<file path="src/design/eeprom_pkg.sv">
package eeprom_pkg;

    // a control byte must carry this code in its upper four bits.
    localparam logic [3:0] DEVICE_CODE = 4'b1010;

    localparam int BYTE_WIDTH = 8;

    // the byte address is three block bits followed by the word address.
    localparam int ADDR_WIDTH  = 11;
    localparam int BLOCK_WIDTH = ADDR_WIDTH - BYTE_WIDTH;
    localparam int MEM_DEPTH   = 2048;

    // depth of the scl and data synchronizers.
    localparam int SYNC_STAGES = 2;

    // ack states drive the acknowledge in the ninth slot of a byte.
    // ignore waits for the next start without touching the bus.
    typedef enum logic [3:0] {
        idle,
        control,
        control_ack,
        word_addr,
        addr_ack,
        write_data,
        write_ack,
        read_data,
        master_ack,
        ignore
    } eeprom_state_t;

endpackage

</file>
<file path="src/design/eeprom_shifter.sv">
`timescale 1ns/1ps

module eeprom_shifter
    import eeprom_pkg::*;
(
    input  logic                  sda,
    input  logic                  rst_n,
    input  logic                  bit_in,
    input  logic                  scl_rise,
    input  logic                  scl_fall,
    input  logic                  shift_en,
    input  logic                  load_en,
    input  logic [BYTE_WIDTH-1:0] load_byte,
    output logic [BYTE_WIDTH-1:0] rx_byte,
    output logic                  tx_bit
);

    logic [BYTE_WIDTH-1:0] tx_reg;

    // receive side, msb first, sampled while scl is high.
    always_ff @(posedge sda)
    begin
        if (shift_en && scl_rise)
        begin
            rx_byte <= {rx_byte[BYTE_WIDTH-2:0], bit_in};
        end
    end

    // transmit side. A load lands on the fall that opens the first bit, so it
    // takes priority over the shift.
    always_ff @(posedge sda)
    begin
        if (!rst_n)
        begin
            tx_reg <= '1;
        end
        else if (load_en)
        begin
            tx_reg <= load_byte;
        end
        else if (scl_fall && !shift_en)
        begin
            tx_reg <= {tx_reg[BYTE_WIDTH-2:0], 1'b1};
        end
    end

    assign tx_bit = tx_reg[BYTE_WIDTH-1];

endmodule

</file>
<file path="config.mk">
export PLATFORM = sky130hd
export DESIGN_NAME = eeprom_shifter
export DESIGN_NICKNAME = d
export VERILOG_FILES = /design/src/design/eeprom_pkg.sv /design/src/design/eeprom_shifter.sv
export SDC_FILE = /design/constraint.sdc
export NUM_CORES = 1
export LEC_CHECK = 0
export ABC_AREA = 1
export BUFFER_PORTS_ARGS = -buffer_cell sky130_fd_sc_hd__buf_4
export CAP_MARGIN = 30
export CORE_MARGIN = 5
export CORE_UTILIZATION = 45
export CTS_CLUSTER_DIAMETER = 200
export DETAILED_ROUTE_END_ITERATION = 6
export PLACE_DENSITY_LB_ADDON = 0.3
export SETUP_SLACK_MARGIN = 0.4
export SLEW_MARGIN = 0
export SYNTH_ARGS = -nofsm -noshare
export SYNTH_HDL_FRONTEND = slang
export SYNTH_SLANG_ARGS = --single-unit
</file>
<file path="constraint.sdc">
create_clock -name sda -period 0.82 [get_ports sda]
set_input_delay 0.082 -clock sda [delete_from_list [all_inputs] [get_ports sda]]
set_output_delay 0.082 -clock sda [all_outputs]
set_load 0.02 [all_outputs]
</file>
==> results.md <==
- Outcome: finished with violations
- Failing checks: negative hold slack, negative setup slack
- Yosys reg bits: 16
- Reg2Reg Setup Slack: -0.08 ns
- Syn_nets: 87
- Worst slew pin tran: 0.428 ns
- Worst-Skew Late Latency: 0.29 ns
- WL final: 1.50 mm
- Worst hold path type: in2reg
- Chip width: roughly 48 um
- Initial DRC count: 5
- Cells after Synth: a little over 70
- Share of post-route cells with drive strength above 1: 50.0%
- Pin count of the biggest net entering global routing: 10
- CP Cell Sequence: buf_6
- Longest Clk Path Bufs: 2
- Cell taking the most area after synthesis: edfxtp_1
- Die ar.: 0.00229 mm^2
- FFs w/ async S/R, synth: 0%
- Final setup violation count: 11
- CTS tree: done
- Top Ports: 24
- Leakage: 0.480 nW
- P&R area growth vs syn: 58.4%
- Port bufs: 23
- IR drop worst, VDD: 935 uV
- Avg WL per Cell: 12.4 um
- Mapped Avg Cell Area: 8.93 um^2
- Initial antenna violation count: 0
- Final Cell Area: roughly 0.001 mm^2
- Detailed Place HPWL: 1.03 mm
- Yosys cell types: 10
- WP data required: 0.74 ns
- Top post-synthesis cells by count: nand3_1 (14), nand2_1 (12), inv_1 (11), nor2_1 (9)
- Residual DRC: 0
- CP endpoint kind: primary output
- Slowest CP cell: edfxtp_1
- Register area share after synthesis: 62.3%
- Total grt overflow: 0
- Worst path arrival time: ~0.9 ns
- Via-per-instance ratio: 4.86
- Multi-input gate area: 221 um^2
- Largest fanout on the critical path: 2
- Crit start category: register
- Most frequent cell after synthesis: nand3_1
- Num CTS Buffers: 3
- YS warnings: 0
- Post-synth EDFFs: 8
- Fill cells: 105
- Fin. Hold Viols: 1
- CTS clk-pin slew, worst paths: 0.09 ns
- Core Footprint: 0.00133 mm^2
- Setup WS pre-CTS: -0.00510 ns
- Tmin final: 0.966 ns
- Top post-synthesis cells by area: edfxtp_1 (37%), dfxtp_1 (25%), nand3_1 (11%)
- Power Total: 1.65 mW
- Clk sinks: 16
- Fmax: 1040 MHz
- Tcrit/Tclk final: 118%
- Root buf cell: clkbuf_4
- DP Area: slightly below 900 um^2
- Final number of max-transition violations: 0
- FF+latch area: 410 um^2
- Die Y: 47.8 um
- Top-area cell type share of the netlist area: 37.4%
- Fin worst setup slack: -0.146 ns
- Antenna-violating nets left: 0
- Biggest cell delay along the critical path: 0.44 ns
- RD Place Congestion: between 0.7 and 0.8
- Max_cap viols: 0
- # rows: 13
- Total GRT Usage: 15.4%
- WP buf/inv: 1
- Ant. Diodes: 0
- Ys flop type: edfxtp_1
- Crit-path leading delay family: flip-flops
- Final Net Count: 122
- Routed vias: 588
- Max_slew headroom: 71.4%
- CP Class: reg2out
- H-tree depth: 1
- Pwr/cell area: roughly 1600 mW/mm^2
- Worst hold margin: -0.0323 ns
- Vias in the first global route: 570
- Non-filler cells, final: 121
- DP Cell Count: 110
- Drt first pass iters: 4
- Mapped cell area: 643 um^2
- Initial Util: 48.2%
- RSZ-0062 raised after global routing: true
- Post-Route Skew: 0.00308 ns
- First-pass GRT wire length: ~2.4 mm
## kinds of logic (layout without fill, tap and decap cells)
family | after synthesis | count (layout) | synth area share (%)
flops | 16 | 16 | 62.3
compound gates | 7 | 7 | 5.45
buf+inv | 13 | 47 | 8.17
simple gates | 36 | 36 | 24.1
## layout by cell type (no fill, tap or decap), drive strengths merged
master / count
or2: 1
inv: 12
edfxtp: 8
a21oi: 7
nand2: 12
dfxtp: 8
nand3: 14
buf: 31
clkbuf: 4
nor2: 9
## stage by stage
step                      hold slack, ns  TNS (ns)  utilization, %
after global routing             -0.0597     -1.55            76.4
after floorplan                    0.181         0               -
after global placement             0.260  -0.00372            65.0
final                            -0.0323     -1.11            76.4
after detailed placement           0.261  -0.00899            65.0
after CTS                        -0.0472     -1.06            72.8
## layout make-up
cell class	instances	area share, %
clock buffer	4	2.58
inverter	12	5.16
multi-input combinational	43	21.7
sequential	16	40.3
tap	15	1.84
timing repair buffer	31	28.4
## repair_timing
action / CTS / global route
resized for setup: 17 / 12
buffers inserted: 4 / 3
endpoints found under the hold margin: 1 / 1
pin swaps: 2 / 2
endpoints found under the setup margin: 24 / 24
## report_power, final
group	leakage, nW	total, mW	internal (mW)	switching (mW)
sequential	0.141	0.920	0.890	0.0295
combinational	0.324	0.300	0.157	0.143
clock	0.0150	0.429	0.189	0.239
total	0.480	1.65	1.24	0.412
## path summary, 6_finish.rpt
path | cells past startpoint | start | to
min reg2reg | 0 | rx_byte[3] | rx_byte[4]
max reg2reg | 2 | rx_byte[6] | rx_byte[7]
min | 1 | bit_in | rx_byte[0]
max | 1 | rx_byte[5] | rx_byte[5]
## metal layers
layer / up-vias / GRT usage, % / share of wire (%)
met5: - / 0 / 0
met4: 0 / 11.3 / 2.9
met3: 5 / 3.38 / 6.5
met2: 17 / 25.6 / 52
met1: 264 / 16.9 / 39
li1: 302 / - / -
No activity file was read; power rests on OpenSTA's default activity.
