**src/design/eeprom_pkg.sv**
```systemverilog
package eeprom_pkg;

    // a control byte must carry this code in its upper four bits.
    localparam logic [3:0] DEVICE_CODE = 4'b1010;

    localparam int BYTE_WIDTH = 8;

    // the byte address is three block bits followed by the word address.
    localparam int ADDR_WIDTH  = 11;
    localparam int BLOCK_WIDTH = ADDR_WIDTH - BYTE_WIDTH;
    localparam int MEM_DEPTH   = 2048;

    // depth of the scl and data synchronizers.
    localparam int SYNC_STAGES = 2;

    // ack states drive the acknowledge in the ninth slot of a byte.
    // ignore waits for the next start without touching the bus.
    typedef enum logic [3:0] {
        idle,
        control,
        control_ack,
        word_addr,
        addr_ack,
        write_data,
        write_ack,
        read_data,
        master_ack,
        ignore
    } eeprom_state_t;

endpackage

```
**src/design/i2c_line_monitor.sv**
```systemverilog
`timescale 1ns/1ps

module i2c_line_monitor
    import eeprom_pkg::*;
(
    input  logic sda,
    input  logic rst_n,
    input  logic scl,
    input  logic data,
    output logic bit_in,
    output logic scl_rise,
    output logic scl_fall,
    output logic start_seen,
    output logic stop_seen
);

    logic [SYNC_STAGES-1:0] scl_sync;
    logic [SYNC_STAGES-1:0] data_sync;
    logic                   scl_now;
    logic                   data_now;
    logic                   scl_prev;
    logic                   data_prev;

    assign scl_now  = scl_sync[SYNC_STAGES-1];
    assign data_now = data_sync[SYNC_STAGES-1];

    // data_prev is aligned with the edge pulses below.
    assign bit_in = data_prev;

    always_ff @(posedge sda)
    begin
        if (!rst_n)
        begin
            // an idle bus has both lines high.
            scl_sync   <= '1;
            data_sync  <= '1;
            scl_prev   <= 1'b1;
            data_prev  <= 1'b1;
            scl_rise   <= 1'b0;
            scl_fall   <= 1'b0;
            start_seen <= 1'b0;
            stop_seen  <= 1'b0;
        end
        else
        begin
            scl_sync   <= {scl_sync[SYNC_STAGES-2:0], scl};
            data_sync  <= {data_sync[SYNC_STAGES-2:0], data};
            scl_prev   <= scl_now;
            data_prev  <= data_now;
            scl_rise   <= scl_now && !scl_prev;
            scl_fall   <= !scl_now && scl_prev;
            // data may only move while scl is low, except for start and stop.
            start_seen <= scl_now && scl_prev && data_prev && !data_now;
            stop_seen  <= scl_now && scl_prev && !data_prev && data_now;
        end
    end

endmodule

```
**config.mk**
```make
export PLATFORM = sky130hd
export DESIGN_NAME = i2c_line_monitor
export DESIGN_NICKNAME = d
export VERILOG_FILES = /design/src/design/eeprom_pkg.sv /design/src/design/i2c_line_monitor.sv
export SDC_FILE = /design/constraint.sdc
export NUM_CORES = 1
export LEC_CHECK = 0
export ABC_CLOCK_PERIOD_IN_PS = 1020
export BUFFER_PORTS_ARGS = -buffer_cell sky130_fd_sc_hd__buf_2
export CAP_MARGIN = 10
export CORE_AREA = 5 5 42 44
export DETAILED_ROUTE_END_ITERATION = 8
export DIE_AREA = 0 0 47 49
export GPL_ROUTABILITY_DRIVEN = 0
export SYNTH_ARGS = -nofsm -noshare
export SYNTH_HDL_FRONTEND = slang
export SYNTH_SLANG_ARGS = --single-unit
```
**constraint.sdc**
```tcl
create_clock -name sda -period 1.02 [get_ports sda]
set_input_delay 0 -clock sda [delete_from_list [all_inputs] [get_ports sda]]
set_output_delay 0 -clock sda [all_outputs]
set_load 0.02 [all_outputs]
```
==> results.json <==
{
  "routed_wl_um": 462,
  "cp-start-kind": "primary input",
  "core_area_um2": 1400,
  "vdd_drop_max_v": 0.000628,
  "dr_wl_met3_um": 68,
  "seq_area_um2": 200,
  "crit_path_start": "rst_n",
  "cts.htree.levels": 1,
  "tns_ns": 0,
  "p_seq_frac": 0.512,
  "syn_area_per_cell_um2": 13.3,
  "crit_arrival_ns": 0.98,
  "synth-xor-area-share": 0,
  "synth_compound_area_frac": 0,
  "cts_tree": "done",
  "slew_headroom": 0.909,
  "insertion_delay_ns": 0.26,
  "fin_crit_ns": 0.791,
  "root_buffer": "clkbuf_4",
  "layout.nets": 42,
  "clkTransAtPathRegs_ns": 0.07,
  "hp-class": "reg2reg",
  "critical_path_class": "in2reg",
  "top_layer_used": "met3",
  "p_int_uw": 644,
  "p_per_area_nw_per_um2": 1910,
  "gr-usage-all-layers": 0.0643,
  "ant_nets": 0,
  "cap_viol_max_count": 0,
  "die_x_um": 47,
  "diodes": 0,
  "start_util": 0.208,
  "synth-simple-area-share": 0.300,
  "tightestPinTransition_ns": 0.136,
  "share_comb_of_total_power": 0.054,
  "path_max_fanout": 8,
  "timing.final.ws_setup_ns": 0.229,
  "grt_overflow": 0,
  "netlist_instances": 22,
  "synth-seq-cells": 10,
  "synth_top_family_by_area": "simple AND/OR/NAND/NOR gates",
  "finalCritPeriodShare": 0.775,
  "vias_per_cell": 3.87,
  "die_y_um": 49,
  "wl_met1_um": 165,
  "swShare": 0.192,
  "grt_pass1_wl_um": 959,
  "syn_area_um2": 292,
  "hold_violations": 0,
  "routedWlPerCell_um": 8.72,
  "place_hpwl_um": 313,
  "dieArea_um2": 2300,
  "finClkSkew_ns": 0.00408,
  "wl_met2_um": 228,
  "area_delta_synth_final_pct": 43.3,
  "synthAdderAreaFrac": 0,
  "required_ns": 1.21,
  "drtIter0Drc": 0,
  "cts.sinks": 10,
  "ys_types": 8,
  "io_pins": 9,
  "grt_pass1_vias": 223,
  "switchingPower_uw": 153,
  "status": "finished clean",
  "synth.net_count": 26,
  "grt_max_degree": 9,
  "multiInputGateArea_um2": 87.6,
  "num_rows": 14,
  "max_freq_mhz": 1260,
  "final_max_slew_viol_count": 0,
  "drt-pass1-iter-count": 1,
  "seq_area_frac_synth": 0.687,
  "power_uw": 797,
  "vias": 205,
  "muxShareOfSynthArea": 0,
  "drive_gt1_frac": 0.405,
  "p_leak_uw": 0.000199,
  "n_fill_cell": 155,
  "rsz0062_at_grt": "false",
  "grt_antenna_before_repair": 0,
  "post-route-drc-count": 0,
  "ys_warn_count": 0,
  "critPathCaptureType": "register",
  "setup_violations": 0,
  "timing.rr.start": "scl_sync[1]",
  "cts.path.max_buffers": 2,
  "dp_slack_ns": 0.328,
  "hp-start": "data_sync[0]",
  "cts_made_buffers": 3,
  "clockPowerShare": 0.434,
  "io_buffers": 8
}
## registers in the layout, indices dropped and copies added, names as in the netlist
signal,cells
data_sync,2
scl_sync,2
bit_in,1
stop_seen,1
scl_rise,1
scl_prev,1
scl_fall,1
start_seen,1
## final timing paths
path                        to  slack, ns  depth (start not counted)
setup / recovery    start_seen       0.23                          4
hold / removal    data_sync[1]       0.41                          1
setup reg to reg    start_seen       0.32                          2
hold reg to reg   data_sync[1]       0.41                          1
## power groups by stage
stage,sequential [uW],combinational [uW],clock (uW)
3_3_place_gp,417,33.6,0
3_5_place_dp,417,34.4,0
2_1_floorplan,422,14.3,0
6_report,408,42.8,346
5_1_grt,410,48.7,404
4_1_cts,408,43.1,359
## synth_stat cells, drive strengths merged
| cell | instances | area share |
|---|---|---|
| nand2b | 2 | 0.043 |
| nand3 | 1 | 0.034 |
| nor3b | 2 | 0.086 |
| inv | 1 | 0.013 |
| or2b | 4 | 0.10 |
| dfxtp | 10 | 0.69 |
| and3 | 1 | 0.021 |
| nor2 | 1 | 0.013 |
## worst max-delay path, cell delays in order
cell	delay, ns
dlygate4sd3_1	0.52
buf_2	0.18
nand3_2	0.11
nor3b_2	0.18
## area by class of cell
type / instances / area share
inverter: 1 / 0.00898
timing repair buffer: 11 / 0.168
clock buffer: 4 / 0.0868
sequential: 10 / 0.479
tap: 16 / 0.0479
multi-input combinational: 11 / 0.210
## metal layers
metal / up-vias / GRT usage
li1: 100 / -
met1: 95 / 0.0667
met2: 10 / 0.0769
met3: 0 / 0.0664
met4: 0 / 0.0415
met5: - / 0
## timing repair
action,CTS,global route
setup buffers,0,0
gates resized for setup,0,0
hold buffers,3,0
hold endpoints to repair,3,0
## cells in the final DEF (no fill, tap or decap)
cell           count
dfxtp_1           10
buf_2              8
or2b_1             4
clkbuf_4           3
dlygate4sd3_1      3
nand2b_1           2
nor3b_2            2
inv_1              1
and3_1             1
nor2_1             1
nand3_2            1
clkbuf_8           1
## cell families after synthesis
family | after synthesis
DFF | 10
buffers and inverters | 1
and+or+nand+nor | 11
## metrics by stage
stage                     hold slack, ns   util  area, um2  std cells
after floorplan                   0.0731      -        292         22
after global placement             0.181  0.251        352         46
after detailed placement           0.181  0.251        352         46
after CTS                          0.411  0.298        418         53
after global routing               0.433  0.298        418         53
final                              0.406  0.298        418         53
(Power assumes the default switching activity.)
