File: src/design/eeprom_pkg.sv
package eeprom_pkg;

    // a control byte must carry this code in its upper four bits.
    localparam logic [3:0] DEVICE_CODE = 4'b1010;

    localparam int BYTE_WIDTH = 8;

    // the byte address is three block bits followed by the word address.
    localparam int ADDR_WIDTH  = 11;
    localparam int BLOCK_WIDTH = ADDR_WIDTH - BYTE_WIDTH;
    localparam int MEM_DEPTH   = 2048;

    // depth of the scl and data synchronizers.
    localparam int SYNC_STAGES = 2;

    // ack states drive the acknowledge in the ninth slot of a byte.
    // ignore waits for the next start without touching the bus.
    typedef enum logic [3:0] {
        idle,
        control,
        control_ack,
        word_addr,
        addr_ack,
        write_data,
        write_ack,
        read_data,
        master_ack,
        ignore
    } eeprom_state_t;

endpackage

File: src/design/i2c_eeprom_ctrl.sv
`timescale 1ns/1ps

module i2c_eeprom_ctrl
    import eeprom_pkg::*;
(
    input  logic                  sda,
    input  logic                  rst_n,
    input  logic                  bit_in,
    input  logic                  scl_fall,
    input  logic                  start_seen,
    input  logic                  stop_seen,
    input  logic                  byte_done,
    input  logic                  ack_slot,
    input  logic [BYTE_WIDTH-1:0] rx_byte,
    input  logic                  tx_bit,
    output logic                  frame_clear,
    output logic                  shift_en,
    output logic                  load_en,
    output logic                  mem_we,
    output logic                  data_low,
    output logic [ADDR_WIDTH-1:0] mem_addr
);

    eeprom_state_t          state;
    logic [ADDR_WIDTH-1:0]  ptr;
    logic [BLOCK_WIDTH-1:0] blk_bits;
    logic                   read_mode;
    logic                   master_nack;
    logic                   ack_end;
    logic                   slave_ack;
    logic                   code_ok;

    assign ack_end     = scl_fall && ack_slot;
    assign frame_clear = start_seen || stop_seen;
    assign mem_addr    = ptr;
    assign code_ok     = (rx_byte[BYTE_WIDTH-1 -: 4] == DEVICE_CODE);

    assign shift_en  = (state == control) || (state == word_addr) || (state == write_data);
    assign slave_ack = (state == control_ack) || (state == addr_ack) || (state == write_ack);

    // the next read byte goes into the transmitter as the ack slot closes.
    assign load_en = ack_end &&
                     ((state == control_ack && read_mode) ||
                      (state == master_ack && !master_nack));

    always_ff @(posedge sda)
    begin
        if (!rst_n)
        begin
            state       <= idle;
            ptr         <= '0;
            blk_bits    <= '0;
            read_mode   <= 1'b0;
            master_nack <= 1'b1;
            mem_we      <= 1'b0;
        end
        else
        begin
            mem_we <= (state == write_data) && byte_done;
            if (mem_we)
            begin
                ptr <= ptr + 1'b1;
            end
            // the last value taken before the closing fall was sampled with scl high.
            if (ack_slot && !scl_fall)
            begin
                master_nack <= bit_in;
            end

            if (start_seen)
            begin
                state <= control;
            end
            else if (stop_seen)
            begin
                state <= idle;
            end
            else
            begin
                case (state)
                    control:
                    begin
                        if (byte_done)
                        begin
                            if (!code_ok)
                            begin
                                state <= ignore;
                            end
                            else
                            begin
                                state     <= control_ack;
                                read_mode <= rx_byte[0];
                                if (rx_byte[0])
                                begin
                                    ptr[ADDR_WIDTH-1:BYTE_WIDTH] <= rx_byte[BLOCK_WIDTH:1];
                                end
                                else
                                begin
                                    blk_bits <= rx_byte[BLOCK_WIDTH:1];
                                end
                            end
                        end
                    end
                    control_ack:
                    begin
                        if (ack_end)
                        begin
                            state <= read_mode ? read_data : word_addr;
                        end
                    end
                    word_addr:
                    begin
                        if (byte_done)
                        begin
                            ptr   <= {blk_bits, rx_byte};
                            state <= addr_ack;
                        end
                    end
                    addr_ack, write_ack:
                    begin
                        if (ack_end)
                        begin
                            state <= write_data;
                        end
                    end
                    write_data:
                    begin
                        if (byte_done)
                        begin
                            state <= write_ack;
                        end
                    end
                    read_data:
                    begin
                        if (byte_done)
                        begin
                            ptr   <= ptr + 1'b1;
                            state <= master_ack;
                        end
                    end
                    master_ack:
                    begin
                        if (ack_end)
                        begin
                            state <= master_nack ? ignore : read_data;
                        end
                    end
                    idle, ignore:
                    begin
                        state <= state;
                    end
                    default:
                    begin
                        state <= idle;
                    end
                endcase
            end
        end
    end

    // in master_ack the last data bit is held until scl falls, since a release
    // while scl is high would look like a stop.
    always_ff @(posedge sda)
    begin
        if (!rst_n)
        begin
            data_low <= 1'b0;
        end
        else if (slave_ack)
        begin
            data_low <= ack_slot;
        end
        else if (state == read_data)
        begin
            data_low <= !tx_bit;
        end
        else if (state == master_ack)
        begin
            data_low <= !ack_slot && !tx_bit;
        end
        else
        begin
            data_low <= 1'b0;
        end
    end

    assert property (@(posedge sda) disable iff (!rst_n)
        (state == idle || state == ignore) |-> !data_low);

endmodule

File: config.mk
export PLATFORM = sky130hd
export DESIGN_NAME = i2c_eeprom_ctrl
export DESIGN_NICKNAME = d
export VERILOG_FILES = /design/src/design/eeprom_pkg.sv /design/src/design/i2c_eeprom_ctrl.sv
export SDC_FILE = /design/constraint.sdc
export NUM_CORES = 1
export LEC_CHECK = 0
export ABC_AREA = 1
export BUFFER_PORTS_ARGS = -buffer_cell sky130_fd_sc_hd__buf_2
export CORE_MARGIN = 5
export CORE_UTILIZATION = 25
export DETAILED_ROUTE_END_ITERATION = 7
export GPL_ROUTABILITY_DRIVEN = 0
export PLACE_DENSITY_LB_ADDON = 0.12
export SETUP_SLACK_MARGIN = 0.1
export SLEW_MARGIN = 20
export SYNTH_ARGS = -nofsm -noshare
export SYNTH_HDL_FRONTEND = slang
export SYNTH_SLANG_ARGS = --single-unit
File: constraint.sdc
create_clock -name sda -period 2.25 [get_ports sda]
set_clock_uncertainty 0.2 [all_clocks]
set_input_delay 0.45 -clock sda [delete_from_list [all_inputs] [get_ports sda]]
set_output_delay 0.45 -clock sda [all_outputs]
set_load 0.02 [all_outputs]
==> metrics.csv, run 1 <==
metric,value,unit
outcome,"complete, no violations",
cpMaxStageDelayCell,dfxtp_4,
setup.worst_path.end_class,primary output,
port_buffers,32,
startpoint,state[0],
drtIter0Drc,84,
power_switching,0.272,mW
rr_worst_depth,8,
track_usage,13.7,%
r2r-end,mem_addr[8],
cts_root_buf,clkbuf_8,
clkTransAtPathRegs,90,ps
ff2ff_setup_slack,400,ps
grt_pass1_vias,1891,
area_growth,23.7,%
yosys_warnings,0,
crit_type,flop to primary output,
path_max_fanout,4,
grt.overflow.total,0,
cap_violations,0,
clock_latency,270,ps
htree_levels,1,
placed_area,2080,um^2
layout_commonest_cell,nand2_1,
critical_path.endpoint,load_en,
tritoncts,built,
n_antenna_cell,0,
cts_hold_buf,0,
seqPwrFrac,46.2,%
ir_worst_vdd,225,uV
pwr-share-clk,34.2,%
numCtsBuffers,3,
layout_common_cells,"80 x nand2_1, 31 x buf_2, 27 x nor2_1, 27 x nand3_1, 24 x inv_1",
seq_area_frac_synth,25.1,%
vias_per_cell,4.57,
antenna_found_initial,0,
min_period,2060,ps
drv_slew,0,
syn_area_per_cell,6.14,um^2
dp_hpwl,4440,um
finalInstanceArea,2170,um^2
required,1600,ps
hold_viol_final,0,
die_height,93.8,um
wl_per_cell,13.3,um
multi_input_area,1160,um^2
ys_ff_latch,22,
r2r-start,mem_addr[1],
ant_nets,0,
grt_pass1_wl,9540,um
syn-cell-area,1760,um^2
finalWirelength,5640,um
syn_inst,286,
path_cells,"nor2_4, nand3_2, or2_1, o21ai_2, inv_2, nor2_2, buf_4",
grt_max_degree,17,
fin_crit_sh,91.4,%
drive_gt1_share,24.8,%
worstSetupStartpointType,flop,
routed-via-count,1934,
leakage,1.03,nW
fin_tns_setup,0,ps
die_w,93.8,um
p_sw_share,30.6,%
fp.dieArea,8800,um^2
cts.sinks,22,
firstDrtPassIters,5,
worst_slew_pin_slew,303,ps
cts_buffer_depth,2,
intPower,0.616,mW
hold_path.class,input pin to flop,
drc,0,
initial_core_util,25.7,%
min_from,bit_in,
clock.fmax,486,MHz
num_rows,30,
power_frac_comb,19.7,%
syn-num-nets,304,
pin_count,33,
fill_cells,804,
final_nets,346,
critPathMaxStageDelay,380,ps
rsz0062_at_grt,yes,
max_slew_margin,79.8,%
seq_area,449,um^2
fp.coreArea,6830,um^2
power_density,409,nW/um^2
arrival,1410,ps
finalSetupViolations,0,
synth_cell_types,37,
-- synthesized netlist by cell type --
master	count	area share (%)
nand2_1	80	17
buf_2	4	1.1
nand3_4	1	1.0
o2111ai_1	1	0.50
a31oi_1	1	0.36
nand4_2	1	0.71
inv_1	25	5.3
nand3_1	27	7.7
dfxtp_1	22	25
nor2_1	29	6.2
nor3_1	6	1.7
nand4_1	4	1.4
o21ai_1	7	2.0
o21bai_1	1	0.43
clkinv_1	1	0.21
clkbuf_1	2	0.43
nand2_4	2	1.3
inv_2	5	1.1
a21oi_1	12	3.4
or2_1	1	0.36
nor2_2	2	0.71
inv_4	2	0.71
o21ai_0	22	6.3
nand3_2	1	0.57
a211oi_1	2	0.85
inv_6	1	0.50
ha_1	1	0.71
nor2_4	3	1.9
o21ai_2	4	2.0
xor2_1	5	2.5
nor2_8	1	1.1
a22o_1	1	0.50
a21oi_4	1	0.93
a21oi_2	1	0.50
o211ai_1	4	1.7
or2_2	2	0.71
nand2_2	1	0.36
-- metal layers --
metal  share of wire, %  GRT usage (%)
met2                 45           22.4
met1                 49           18.4
met3                4.3           3.04
met4                1.4           2.77
met5                  0              0
-- critical path, delay by kind of cell (launching register included) --
| kind | cells | cell delay [ps] |
|---|---|---|
| simple gates | 4 | 500 |
| buf+inv | 2 | 190 |
| flops | 1 | 380 |
| compound gates | 1 | 70 |
-- power by group through the flow --
stage	clock network [mW]	logic, mW	registers (mW)
after floorplan	0	0.103	0.423
after global placement	0	0.174	0.419
after detailed placement	0	0.172	0.419
after CTS	0.321	0.174	0.411
after global routing	0.325	0.197	0.412
final	0.303	0.175	0.410
-- through the flow --
stage	hold WS (ps)	power (mW)	std cells	setup WS (ps)	util [%]
6_report	193	0.888	423	193	31.8
3_5_place_dp	294	0.591	417	305	30.4
4_1_cts	182	0.906	423	114	31.6
5_1_grt	211	0.934	423	90.2	31.8
3_3_place_gp	307	0.592	417	293	30.4
2_1_floorplan	262	0.526	286	352	-
-- kinds of logic after synthesis --
family / after synthesis / share of synthesized area, %
AND/OR/NAND/NOR: 161 / 42.9
AO/OA/AOI/OAI: 57 / 19.4
buffers and inverters: 40 / 9.40
flip-flops: 22 / 25.1
XOR/XNOR: 5 / 2.49
adder cells (fa/ha/maj): 1 / 0.712
-- registers in the layout (all words and copies together) (netlist names) --
signal	flops
mem_we	1
blk_bits	3
state	4
master_nack	1
read_mode	1
mem_addr	11
data_low	1
-- worst min path at each step --
| stage | to | cells past startpoint | slack [ps] |
|---|---|---|---|
| after floorplan | master_nack | 2 | 260 |
| after global placement | master_nack | 2 | 310 |
| after detailed placement | master_nack | 2 | 290 |
| after CTS | master_nack | 3 | 180 |
| after global routing | master_nack | 3 | 210 |
| final | master_nack | 3 | 190 |
-- layout make-up --
class / instances / area share (%)
tap: 96 / 5.53
timing repair buffer: 43 / 11.3
sequential: 22 / 20.7
clock buffer: 4 / 2.53
multi-input combinational: 224 / 53.4
inverter: 34 / 6.56
-- what timing repair did --
item                                    in CTS  in global routing
endpoints found under the setup margin       1                  2
resized for setup                            7                  5
pin swaps                                    1                  1
setup buffers                                2                  0
Power figures use the tool's default switching activity.
==> run 2: changes to the inputs <==
--- a/config.mk
+++ b/config.mk
@@ -11,6 +11,8 @@
 export CORE_UTILIZATION = 25
 export DETAILED_ROUTE_END_ITERATION = 7
 export GPL_ROUTABILITY_DRIVEN = 0
+export GPL_TIMING_DRIVEN = 0
+export MAX_ROUTING_LAYER = met4
 export PLACE_DENSITY_LB_ADDON = 0.12
 export SETUP_SLACK_MARGIN = 0.1
 export SLEW_MARGIN = 20
==> run 2 against run 1 <==
Total power down 0.52%. Non-clock buffer count down 2. Flip-flop and latch count unchanged. Global-route usage rose by 0.50 points. Utilization down 0.26 points. Register-to-register slack got worse by 50 ps. Wire length is 0.16% higher. Combinational power shrank 4%. Sequential power hardly changed. Maximum frequency fell by 1.6%. Sequential share of layout area rose by 0.40 points.
==> metrics.csv, run 2 (synthesis results as in run 1) <==
metric,value,unit,change
outcome,"complete, no violations",,
drc,0,,unchanged
htree_levels,1,,unchanged
grt.overflow.total,0,,unchanged
initial_core_util,25.7,%,unchanged
max_slew_margin,64.7,%,-15 points
dp_hpwl,4440,um,about the same
layout_commonest_cell,nand2_1,,
track_usage,14.2,%,+0.50 points
ant_nets,0,,unchanged
grt_pass1_wl,9520,um,-0.21%
port_buffers,31,,-3.1%
arrival,1440,ps,+30 ps
leakage,1.02,nW,-0.90%
drv_slew,0,,unchanged
min_period,2090,ps,+34.0 ps
place_inst,413,,-0.96%
cts.sinks,22,,unchanged
final_cells,421,,-0.47%
rsz0062_at_grt,yes,,
worst_slew_pin_slew,529,ps,+227 ps
clock.fmax,478,MHz,-1.6%
area_growth,22.7,%,
grt_max_degree,13,,-4
clock_latency,270,ps,about the same
setup.worst_path.end_class,primary output,,
num_rows,30,,unchanged
pre_cts_slack,98.6,ps,-207 ps
drive_gt1_share,24.6,%,-0.16 points
grt_pass1_vias,1911,,+1.1%
firstDrtPassIters,4,,-1
totalPowerFinal,0.883,mW,-0.52%
cts_buffer_depth,2,,unchanged
antenna_found_initial,0,,unchanged
cts_hold_buf,0,,unchanged
path_max_fanout,5,,+1
numCtsBuffers,3,,unchanged
wl_per_cell,13.4,um,+0.64%
pin_count,33,,unchanged
n_antenna_cell,0,,unchanged
die_height,93.8,um,unchanged
die_w,93.8,um,unchanged
tritoncts,built,,
required,1600,ps,about the same
drtIter0Drc,108,,+29%
ir_worst_vdd,207,uV,-8.2%
hold_viol_final,0,,unchanged
clkTransAtPathRegs,90,ps,about the same
routed-via-count,1904,,-1.6%
fin_crit_sh,92.9,%,+1.5 points
fp.dieArea,8800,um^2,unchanged
worst_slack,159,ps,-34.0 ps
hold_path.class,input pin to flop,,
layout_common_cells,"80 x nand2_1, 34 x buf_2, 27 x nand3_1, 27 x nor2_1, 24 x inv_1",,
power_density,410,nW/um^2,+0.28%
crit_type,flop to primary output,,
finalWirelength,5650,um,+0.16%
final_nets,344,,-0.58%
finalSetupViolations,0,,unchanged
largest_register_ff_count,11,,unchanged
fp.coreArea,6830,um^2,unchanged
fin_tns_setup,0,ps,unchanged
cap_violations,0,,unchanged
worstSetupStartpointType,flop,,
cts_root_buf,clkbuf_8,,
vias_per_cell,4.52,,-1.1%
-- run 2: layout make-up --
type,instances,area (um^2)
clock buffers,4,55.1
repair buffers,35,188
flip-flops and latches,22,454
plain buffers,6,27.5
inverters,34,143
multi-input cells,224,1170
well taps,96,120
fillers,798,4680
-- run 2: worst max-delay path, stage by stage, from the launching register on --
cell,delay (ps)
dfxtp_4,370
nor2_4,120
nand3_2,80
or2_4,250
o21ai_2,60
inv_2,60
nor2_1,80
buf_4,140
-- run 2: power breakdown --
part / total [mW] / internal, mW / switching [mW]
sequential: 0.411 / 0.397 / 0.0141
combinational: 0.168 / 0.0574 / 0.110
clock: 0.305 / 0.157 / 0.148
-- run 2: metal layers --
metal  global-route usage [%]  routed length (um)  vias up
li1                         -                   -     1024
met1                     18.2                2780      829
met2                     23.1                2560       47
met3                     2.88                 248        4
met4                     3.01                  66        0
met5                        -                   0        -
-- run 2: repair_timing --
item,CTS,global route
pin swaps,0,2
endpoints found under the setup margin,1,4
buffers inserted,0,4
endpoints found under the hold margin,0,0
gates resized for setup,12,5
-- run 2: worst paths after layout --
path,startpoint,to,cells after the start,slack [ps]
max,state[1],load_en,7,160
min,bit_in,master_nack,3,190
max reg2reg,mem_addr[0],mem_addr[4],10,350
min reg2reg,master_nack,master_nack,2,300
-- run 2: stage by stage --
stage                     utilization, %  cell area (um^2)  hold slack [ps]
final                               31.6              2160              187
after global routing                31.6              2160              187
after CTS                           31.0              2120              175
after detailed placement            29.7              2030              287
after global placement              29.7              2030              291
after floorplan                        -              1760              262
