==> config.mk <==
export PLATFORM = sky130hd
export DESIGN_NAME = i2c_bit_counter
export DESIGN_NICKNAME = d
export VERILOG_FILES = /design/src/design/i2c_bit_counter.sv
export SDC_FILE = /design/constraint.sdc
export NUM_CORES = 1
export LEC_CHECK = 0
export BUFFER_PORTS_ARGS = -buffer_cell sky130_fd_sc_hd__buf_2
export CAP_MARGIN = 20
export CELL_PAD_IN_SITES_DETAIL_PLACEMENT = 1
export CELL_PAD_IN_SITES_GLOBAL_PLACEMENT = 2
export CORE_AREA = 2 2 39 41
export CTS_CLUSTER_SIZE = 25
export DETAILED_ROUTE_END_ITERATION = 7
export DIE_AREA = 0 0 41 43
export HOLD_SLACK_MARGIN = 0.02
export PLACE_DENSITY = 0.66
export SYNTH_ARGS = -nofsm -noshare
export SYNTH_HDL_FRONTEND = slang
export SYNTH_SLANG_ARGS = --single-unit
==> constraint.sdc <==
create_clock -name sda -period 1.1 [get_ports sda]
set_input_delay 0.11 -clock sda [delete_from_list [all_inputs] [get_ports sda]]
set_output_delay 0.11 -clock sda [all_outputs]
set_load 0.02 [all_outputs]
==> src/design/i2c_bit_counter.sv <==
`timescale 1ns/1ps

module i2c_bit_counter (
    input  logic       sda,
    input  logic       rst_n,
    input  logic       scl_rise,
    input  logic       scl_fall,
    input  logic       frame_clear,
    output logic [3:0] bit_index,
    output logic       byte_done,
    output logic       ack_slot
);

    always_ff @(posedge sda)
    begin
        if (!rst_n || frame_clear)
        begin
            bit_index <= 4'd0;
            byte_done <= 1'b0;
            ack_slot  <= 1'b0;
        end
        else
        begin
            byte_done <= 1'b0;
            // the ninth rise is the acknowledge bit and leaves the count at 8.
            if (scl_rise && bit_index < 4'd8)
            begin
                bit_index <= bit_index + 4'd1;
                byte_done <= (bit_index == 4'd7);
            end
            if (scl_fall)
            begin
                if (ack_slot)
                begin
                    ack_slot  <= 1'b0;
                    bit_index <= 4'd0;
                end
                else if (bit_index == 4'd8)
                begin
                    ack_slot <= 1'b1;
                end
            end
        end
    end

    assert property (@(posedge sda) disable iff (!rst_n)
        bit_index <= 4'd8 && (!ack_slot || bit_index == 4'd8));

endmodule

==> results of run 1 <==
==> critical path: cells and delay by family, from the launching register on <==
family | cells | cell delay (ps)
fa+ha+maj | 1 | 290
buf+inv | 1 | 50
mux | 1 | 130
simple gates | 1 | 50
flops | 1 | 360
==> registers in the layout (all words and copies together) (netlist names) <==
signal	cells
bit_index	4
ack_slot	1
byte_done	1
==> Yosys cell counts <==
library cell,n
dfxtp_1,6
nor2_1,5
inv_1,3
a41oi_1,2
ha_1,2
nand3b_1,2
xnor2_1,2
and2b_2,1
mux2i_1,1
nand2_1,1
nor4b_2,1
==> layer usage <==
metal  up-vias  track usage (%)  share of wire [%]
met2        11             9.06                 39
met4         0             6.00                  0
li1        114                -                  -
met5         -                0                  0
met3         0             4.71                 12
met1        96             8.97                 49
==> area by class of cell <==
type / count / area, um2 / share of cell area, %
clock buffer: 3 / 22.5 / 6.29
inverter: 3 / 11.3 / 3.15
multi-input combinational: 17 / 131 / 36.7
sequential: 6 / 123 / 34.3
tap: 16 / 20.0 / 5.59
timing repair buffer: 10 / 50.0 / 14.0
==> worst min path at each step <==
stage	startpoint	to	slack (ps)	depth (start not counted)
finish	frame_clear	byte_done	60	2
global route	frame_clear	byte_done	50	2
CTS	frame_clear	byte_done	60	2
detailed placement	frame_clear	byte_done	310	2
global placement	frame_clear	byte_done	300	2
floorplan	frame_clear	byte_done	180	1
==> kinds of logic (layout without fill, tap and decap cells) <==
logic type      count (synthesis)  after routing  share of synthesized area, %
fa+ha+maj                       2              2                          9.52
xor+xnor                        2              2                          6.67
simple gates                   10             10                          23.3
buf+inv                         3             16                          4.29
mux                             1              1                          3.81
flops                           6              6                          45.7
compound gates                  2              2                          6.67
==> stage by stage <==
stage	hold WS (ps)	total power, uW	worst slack (ps)
after floorplan	183	247	7.32
after global placement	296	261	81.0
after detailed placement	305	263	57.8
after CTS	55.2	466	38.7
after global routing	49.6	490	25.2
final	61.4	451	92.7
==> what timing repair did <==
item / in CTS / in global routing
gates resized for setup: 0 / 1
setup buffers: 0 / 0
setup endpoints to repair: 0 / 3
==> power by group through the flow <==
stage | clock network (uW) | logic, uW | registers [uW]
2_1_floorplan | 0 | 15.2 | 231
6_report | 193 | 33.6 | 225
3_5_place_dp | 0 | 34.1 | 229
5_1_grt | 228 | 37.2 | 225
4_1_cts | 206 | 34.5 | 225
3_3_place_gp | 0 | 32.3 | 229
==> reports/results.tsv, run 1 <==
stage	metric	value	unit
clock_tree	htree_levels	1	
status	outcome	completed	
pwr	comb_power_share	7.4	%
routing	drtAntennaViolNets	0	
timing	setup_viol	0	
critical_path	crit_end	bit_index[1]	
logic_synthesis	ys_top_cells_by_area	dfxtp_1 46%, ha_1 9.5%, nor2_1 7.1%, a41oi_1 6.7%, xnor2_1 6.7%	
pwr	p_leak	0.000157	uW
critical_path	worstPathMaxFanout	5	
floorplanning	die_x	41	um
critical_path	reg2reg_from	bit_index[0]	
placement	io_buffers	10	
logic_synthesis	netlist_area	263	um2
critical_path	startpoint_type	flop	
layout	diodes	0	
floorplanning	row_count	14	
logic_synthesis	synth_top_area_share	45.7	%
logic_synthesis	seq_area_frac_synth	45.7	%
logic_synthesis	syn-num-nets	33	
logic_synthesis	synth.largest_area_cell	dfxtp_1	
floorplanning	dieArea	1760	um2
clock_tree	cts_root_buf	clkbuf_4	
floorplanning	ioPinCount	11	
timing	slew_headroom	84.9	%
logic_synthesis	syn_avg_cell_area	10.1	um2
job	drv_cap	0	
global_routing	grt_usage	7.52	%
pwr	swShare	20.1	%
logic_synthesis	syn_inst	26	
global_routing	grt_pass1_vias	216	
global_routing	antenna_found_initial	0	
timing	hold_viol	0	
critical_path	cp_slowest_cell	dfxtp_2	
layout	final_nets	48	
critical_path	critPathMaxStageDelay	360	ps
pwr	p_switching	90.9	uW
critical_path	crit_path_end_kind	flop	
clock_tree	clk_pin_slew	50	ps
floorplanning	start_util	19.0	%
clock_tree	holdBufCountCts	0	
timing	final_max_slew_viol_count	0	
placement	gp_congestion	0.633	
timing	final.setup.tns	0	ps
routing	num_vias	221	
timing	min_period	1010	ps
routing	drtPass1Iterations	2	
layout	fin_area	358	um2
timing	post-route-period-util	91.6	%
clock_tree	cts_buffer_depth	2	
logic_synthesis	ys_types	11	
critical_path	critPathArrivalTime	1130	ps
layout	final_cell_mix	10 x buf_2, 5 x nor2_1, 4 x dfxtp_1	
layout	final_common_cell	buf_2	
critical_path	reg2reg_to	bit_index[1]	
critical_path	cp.required	1220	ps
critical_path	path_cells	inv_1 > ha_1 > mux2i_1 > nor2_1	
pwr	clkPwrFrac	42.7	%
timing	rsz0062_at_grt	false	
timing	worstMarginPinSlew	226	ps
pwr	power.density	1260	nW/um2
routing	via_per_inst	4.02	
pwr	ir_drop	0.237	mV
clock_tree	cts_tree	done	
logic_synthesis	ys_ff_latch	6	
clock_tree	cts.sinks	6	
floorplanning	design.core.area	1380	um2
clock_tree	insertion_delay	240	ps
global_routing	grt_pass1_wl	828	um
layout	fillers	163	
critical_path	rr_worst_depth	4	
layout	final_util	25.9	%
floorplanning	die_y	43	um
critical_path	critPathKind	reg2reg	
pwr	pwr-share-seq	49.8	%
global_routing	grt_max_degree	6	
routing	wl_per_cell	9.73	um
routing	drt_iter0_markers	2	
layout	synthToLayoutAreaGrowth	36.2	%
min_path	min_path_type	in2reg	
placement	dp.cells	52	
placement	place_area	334	um2
timing	timing.fmax	993	MHz
critical_path	crit_start	bit_index[0]	
clock_tree	cts_inserted_buffers	3	
global_routing	grt_overflow	0	
timing	fin_worst_skew	5.44	ps
logic_synthesis	ys_warn_count	0	
placement	dp_hpwl	456	um
layout	instances_no_fill	55	
routing	drcViolationCount	0	
pwr	intPower	360	uW
layout	drive_above_1_share	43.6	%
critical_path	reg2reg_setup_slack	90	ps
routing	drt-total-wl	535	um
Note: power is estimated with default switching activity, not from simulation.
==> inputs of run 2 (changes only) <==
--- a/config.mk
+++ b/config.mk
@@ -14,7 +14,7 @@
 export DETAILED_ROUTE_END_ITERATION = 7
 export DIE_AREA = 0 0 41 43
 export HOLD_SLACK_MARGIN = 0.02
-export PLACE_DENSITY = 0.66
+export PLACE_DENSITY_LB_ADDON = 0.08
 export SYNTH_ARGS = -nofsm -noshare
 export SYNTH_HDL_FRONTEND = slang
 export SYNTH_SLANG_ARGS = --single-unit
==> run 2 against run 1 <==
Effect of this change: clock-buffer cell count is the same; worst setup slack gained 11 ps; first-iteration DRC count did not move; sequential power barely moved.
==> reports/results.tsv, run 2 (same netlist as run 1, synthesis figures left out) <==
stage	metric	value	unit	change
floorplanning	die_y	43	um	unchanged
critical_path	startpoint_type	flop		
global_routing	antenna_found_initial	0		unchanged
job	drv_cap	0		unchanged
layout	diodes	0		unchanged
routing	drt-total-wl	617	um	+15%
layout	synthToLayoutAreaGrowth	36.2	%	unchanged
layout	regMostFlops	bit_index		
clock_tree	insertion_delay	250	ps	about the same
placement	post-place-ws	69.0	ps	+11.2 ps
floorplanning	row_count	14		unchanged
clock_tree	cts.sinks	6		unchanged
clock_tree	clk_pin_slew	50	ps	about the same
routing	num_vias	233		+5.4%
timing	min_period	996	ps	-11.5 ps
timing	worstMarginPinSlew	241	ps	+14.8 ps
timing	fin_worst_skew	0.213	ps	-5.23 ps
timing	hold_viol	0		unchanged
timing	layout_setup_ws	104	ps	+11.5 ps
clock_tree	holdBufCountCts	0		unchanged
status	outcome	completed		
clock_tree	cts_tree	done		
layout	final_util	25.9	%	unchanged
routing	drcViolationCount	0		unchanged
timing	timing.fmax	1000	MHz	+1.2%
layout	final_cell_mix	10 x buf_2, 5 x nor2_1, 4 x dfxtp_1		
clock_tree	cts_root_buf	clkbuf_4		
placement	gp_congestion	0.659		+4.2%
floorplanning	start_util	19.0	%	unchanged
routing	drtPass1Iterations	2		unchanged
floorplanning	ioPinCount	11		unchanged
clock_tree	htree_levels	1		unchanged
routing	drtAntennaViolNets	0		unchanged
critical_path	cp.required	1230	ps	about the same
critical_path	reg2reg_setup_slack	100	ps	about the same
global_routing	grt_pass1_vias	242		+12%
floorplanning	dieArea	1760	um2	unchanged
placement	place_area	334	um2	unchanged
clock_tree	cts_setup_buffers	0		unchanged
timing	slew_headroom	83.9	%	-0.99 points
layout	drive_above_1_share	43.6	%	unchanged
floorplanning	die_x	41	um	unchanged
layout	reg_top3	bit_index (4), ack_slot (1), byte_done (1)		
global_routing	grt_usage	10.1	%	+2.5 points
timing	post-route-period-util	90.5	%	-1.0 points
clock_tree	cts_buffer_depth	2		unchanged
placement	dp_hpwl	488	um	+7.1%
timing	setup_viol	0		unchanged
min_path	min_path_type	in2reg		
routing	wl_per_cell	11.2	um	+15%
pwr	ir_drop	0.433	mV	+83%
routing	drt_iter0_markers	2		unchanged
critical_path	critPathKind	reg2reg		
layout	fillers	176		+8.0%
routing	via_per_inst	4.24		+5.4%
global_routing	grt_pass1_wl	1.08	mm	+30%
pwr	power.density	1320	nW/um2	+4.6%
layout	instances_no_fill	55		unchanged
timing	final.setup.tns	0	ps	unchanged
critical_path	critPathArrivalTime	1130	ps	about the same
placement	io_buffers	10		unchanged
floorplanning	design.core.area	1380	um2	unchanged
pwr	p_leak	0.000157	uW	unchanged
global_routing	grt_max_degree	6		unchanged
layout	fin_area	358	um2	unchanged
critical_path	crit_path_end_kind	flop		
layout	final_common_cell	buf_2		
global_routing	grt_overflow	0		unchanged
timing	rsz0062_at_grt	false		
layout	final_nets	48		unchanged
critical_path	rr_worst_depth	4		unchanged
layout	largest_register_ffs	4		unchanged
placement	dp.cells	52		unchanged
critical_path	worstPathMaxFanout	5		unchanged
timing	final_max_slew_viol_count	0		unchanged
min_path	hold_path_depth	2		unchanged
clock_tree	cts_inserted_buffers	3		unchanged
[run 2: cell counts in the layout (fill, tap and decap cells not counted)]
Identical to the previous run, type by type.
[run 2: critical path, cell delays in order (launching register included)]
cell     delay (ps)
dfxtp_2         370
inv_1            50
ha_1            280
mux2i_1         130
nor2_1           50
[run 2: layout make-up]
type                       count  area, um2  area share [%]
clock buffer                   3       22.5            6.29
tap                           16       20.0            5.59
inverter                       3       11.3            3.15
timing repair buffer          10       50.0            14.0
multi-input combinational     17        131            36.7
sequential                     6        123            34.3
[run 2: what timing repair did]
action                     4_1_cts  5_1_grt
resized for setup                0        1
setup endpoints to repair        0        3
hold endpoints to repair         0        0
[run 2: metrics by stage]
step	hold WS (ps)	power, uW
2_1_floorplan	183	247
3_3_place_gp	293	262
3_5_place_dp	299	263
4_1_cts	31.0	487
5_1_grt	37.9	506
6_report	39.5	472
[run 2: per-layer routing]
metal  routed length (um)  part of all wire (%)  vias to the layer above  global-route usage [%]
met4                   14                   2.3                        0                    10.0
met2                  279                    45                       10                    13.4
met3                   59                   9.6                        2                    4.71
met1                  263                    43                      108                    10.6
met5                    0                     0                        -                       0
li1                     -                     -                      113                       -
[run 2: report_power, final]
group / switching (uW) / internal, uW
clock network: 89.8 / 124
registers: 3.62 / 221
logic: 17.5 / 15.9
total: 111 / 361
[run 2: worst paths after layout]
path / start / to
setup / recovery: bit_index[0] / bit_index[1]
hold / removal: frame_clear / byte_done
setup reg to reg: bit_index[0] / bit_index[1]
hold reg to reg: ack_slot / ack_slot
==> inputs of run 3 (changes only) <==
--- a/config.mk
+++ b/config.mk
@@ -15,6 +15,7 @@
 export DIE_AREA = 0 0 41 43
 export HOLD_SLACK_MARGIN = 0.02
 export PLACE_DENSITY_LB_ADDON = 0.08
+export SLEW_MARGIN = 20
 export SYNTH_ARGS = -nofsm -noshare
 export SYNTH_HDL_FRONTEND = slang
 export SYNTH_SLANG_ARGS = --single-unit
==> constraint.sdc (replaced) <==
create_clock -name sda -period 0.82 [get_ports sda]
set_input_delay 0.082 -clock sda [delete_from_list [all_inputs] [get_ports sda]]
set_output_delay 0.082 -clock sda [all_outputs]
set_load 0.02 [all_outputs]
==> run 3 against run 2 <==
Effect of this change: global-route usage increased by 0.29 points; power increased by 40%; fmax increased by 1.9%; highest routed layer is now met3; clock-buffer cell count increased by 1; largest power group is now clock; non-clock buffer count increased by 5; die area unchanged; the flow now finishes with violations (setup timing); core utilization increased by 9.7 points.
==> reports/results.tsv, run 3 (same netlist as run 1, synthesis figures left out) <==
stage	metric	value	unit	change
status	outcome	complete, but fails checks		
status	violations	setup timing		
timing	min_period	977	ps	-18.6 ps
global_routing	grt_max_degree	6		unchanged
floorplanning	die_y	43	um	unchanged
pwr	intPower	509	uW	+41%
layout	final_util	35.5	%	+9.7 points
floorplanning	start_util	19.0	%	unchanged
clock_tree	cts_root_buf	clkbuf_4		
timing	post-route-period-util	119	%	+29 points
routing	drtAntennaViolNets	0		unchanged
timing	timing.fmax	1020	MHz	+1.9%
timing	final_max_slew_viol_count	0		unchanged
floorplanning	design.core.area	1380	um2	unchanged
layout	reg_top3	bit_index (4), ack_slot (1), byte_done (1)		
critical_path	startpoint_type	flop		
critical_path	crit_path_end_kind	flop		
floorplanning	dieArea	1760	um2	unchanged
pwr	ir_drop	0.380	mV	-12%
layout	fillers	164		-6.8%
routing	num_vias	254		+9.0%
job	drv_cap	0		unchanged
routing	drcViolationCount	0		unchanged
placement	place_area	379	um2	+13%
pwr	pwr-share-seq	44.8	%	-2.8 points
layout	final_common_cell	buf_6		
pwr	clkPwrFrac	45.3	%	about the same
critical_path	critPathMaxStageDelay	360	ps	about the same
pwr	finalPower	660	uW	+40%
routing	drt_iter0_markers	0		-2
critical_path	cp_slowest_cell	dfxtp_4		
layout	synthToLayoutAreaGrowth	87.1	%	
critical_path	path_cells	and2b_2 > mux2i_1 > nor2_1		
clock_tree	cts_inserted_buffers	3		unchanged
global_routing	grt_usage	10.3	%	+0.29 points
global_routing	grt_overflow	0		unchanged
clock_tree	cts.sinks	6		unchanged
layout	largest_register_ffs	4		unchanged
clock_tree	cts_tree	done		
timing	worstMarginPinSlew	225	ps	-16.0 ps
pwr	swShare	22.9	%	-0.62 points
floorplanning	row_count	14		unchanged
global_routing	grt_pass1_vias	271		+12%
global_routing	grt_pass1_wl	1.15	mm	+6.4%
clock_tree	cts_buffer_depth	2		unchanged
pwr	power.density	1340	nW/um2	+1.7%
layout	diodes	0		unchanged
min_path	min_path_type	in2reg		
layout	fin_area	492	um2	+37%
layout	final_nets	53		+10%
routing	drt-total-wl	721	um	+17%
global_routing	antenna_found_initial	0		unchanged
floorplanning	ioPinCount	11		unchanged
routing	wl_per_cell	11.8	um	+5.4%
timing	hold_viol	0		unchanged
layout	drive_above_1_share	66.7	%	+23 points
clock_tree	htree_levels	1		unchanged
timing	fin_worst_skew	5.47	ps	+5.26 ps
critical_path	cp.required	940	ps	-290 ps
layout	final_cell_mix	9 x buf_6, 5 x nor2_1, 5 x buf_2		
timing	setup_viol	9		+9
layout	register_area	134	um2	+9.2%
placement	gp_congestion	0.694		+5.3%
timing	rsz0062_at_grt	true		
critical_path	critPathKind	reg2reg		
critical_path	worstPathMaxFanout	5		unchanged
pwr	comb_power_share	9.8	%	+2.7 points
critical_path	critPathArrivalTime	1100	ps	-30 ps
clock_tree	clk_pin_slew	50	ps	about the same
timing	slew_headroom	85.0	%	+1.1 points
placement	io_buffers	10		unchanged
pwr	p_leak	0.000194	uW	+24%
placement	post-place-ws	-154	ps	-223 ps
routing	via_per_inst	4.16		-1.7%
pwr	p_switching	151	uW	+36%
layout	multi_input_area	164	um2	+25%
floorplanning	die_x	41	um	unchanged
placement	dp_hpwl	509	um	+4.2%
timing	layout_setup_ws	-157	ps	-261 ps
routing	drtPass1Iterations	1		-1
clock_tree	insertion_delay	240	ps	about the same
layout	regMostFlops	bit_index		
-- run 3: power groups by stage --
stage,clock network (uW),registers [uW],logic (uW)
floorplan,0,303,22.1
global placement,0,298,53.4
detailed placement,0,298,54.5
CTS,318,294,63.5
global route,354,296,72.0
finish,299,296,64.8
-- run 3: path summary, 6_finish.rpt --
kind | depth (start not counted) | end | start | slack, ps
max | 3 | bit_index[1] | bit_index[3] | -160
max reg2reg | 3 | bit_index[1] | bit_index[3] | -160
min | 2 | byte_done | frame_clear | 20
min reg2reg | 2 | bit_index[3] | bit_index[3] | 520
-- run 3: per-layer routing --
| layer | GRT usage (%) | vias up | wire (um) |
|---|---|---|---|
| met5 | 0 | - | 0 |
| met4 | 8.00 | 0 | 0 |
| met3 | 4.19 | 0 | 58 |
| met2 | 16.3 | 8 | 395 |
| met1 | 9.97 | 121 | 267 |
| li1 | - | 125 | - |
-- run 3: critical path, delay by kind of cell (launching register included) --
kind,cells,cell delay [ps]
flip-flops,1,360
multiplexers,1,200
AND/OR/NAND/NOR,2,300
-- run 3: through the flow --
| step | setup TNS (ps) | instances | hold WS, ps |
|---|---|---|---|
| after floorplan | -481 | 26 | 156 |
| after global placement | -440 | 55 | 268 |
| after detailed placement | -535 | 55 | 279 |
| after CTS | -968 | 61 | 14.4 |
| after global routing | -1280 | 61 | 9.25 |
| final | -873 | 61 | 19.3 |
-- run 3: cell type report --
type,count,area share [%]
tap,16,4.07
timing repair buffer,15,27.2
inverter,3,2.80
clock buffer,4,5.34
sequential,6,27.2
multi-input combinational,17,33.3
-- run 3: what timing repair did --
item | CTS | global route
hold endpoints to repair | 1 | 1
gates resized for setup | 14 | 4
buffers inserted | 2 | 1
pin swaps | 6 | 4
cloned | 0 | 0
endpoints found under the setup margin | 11 | 11
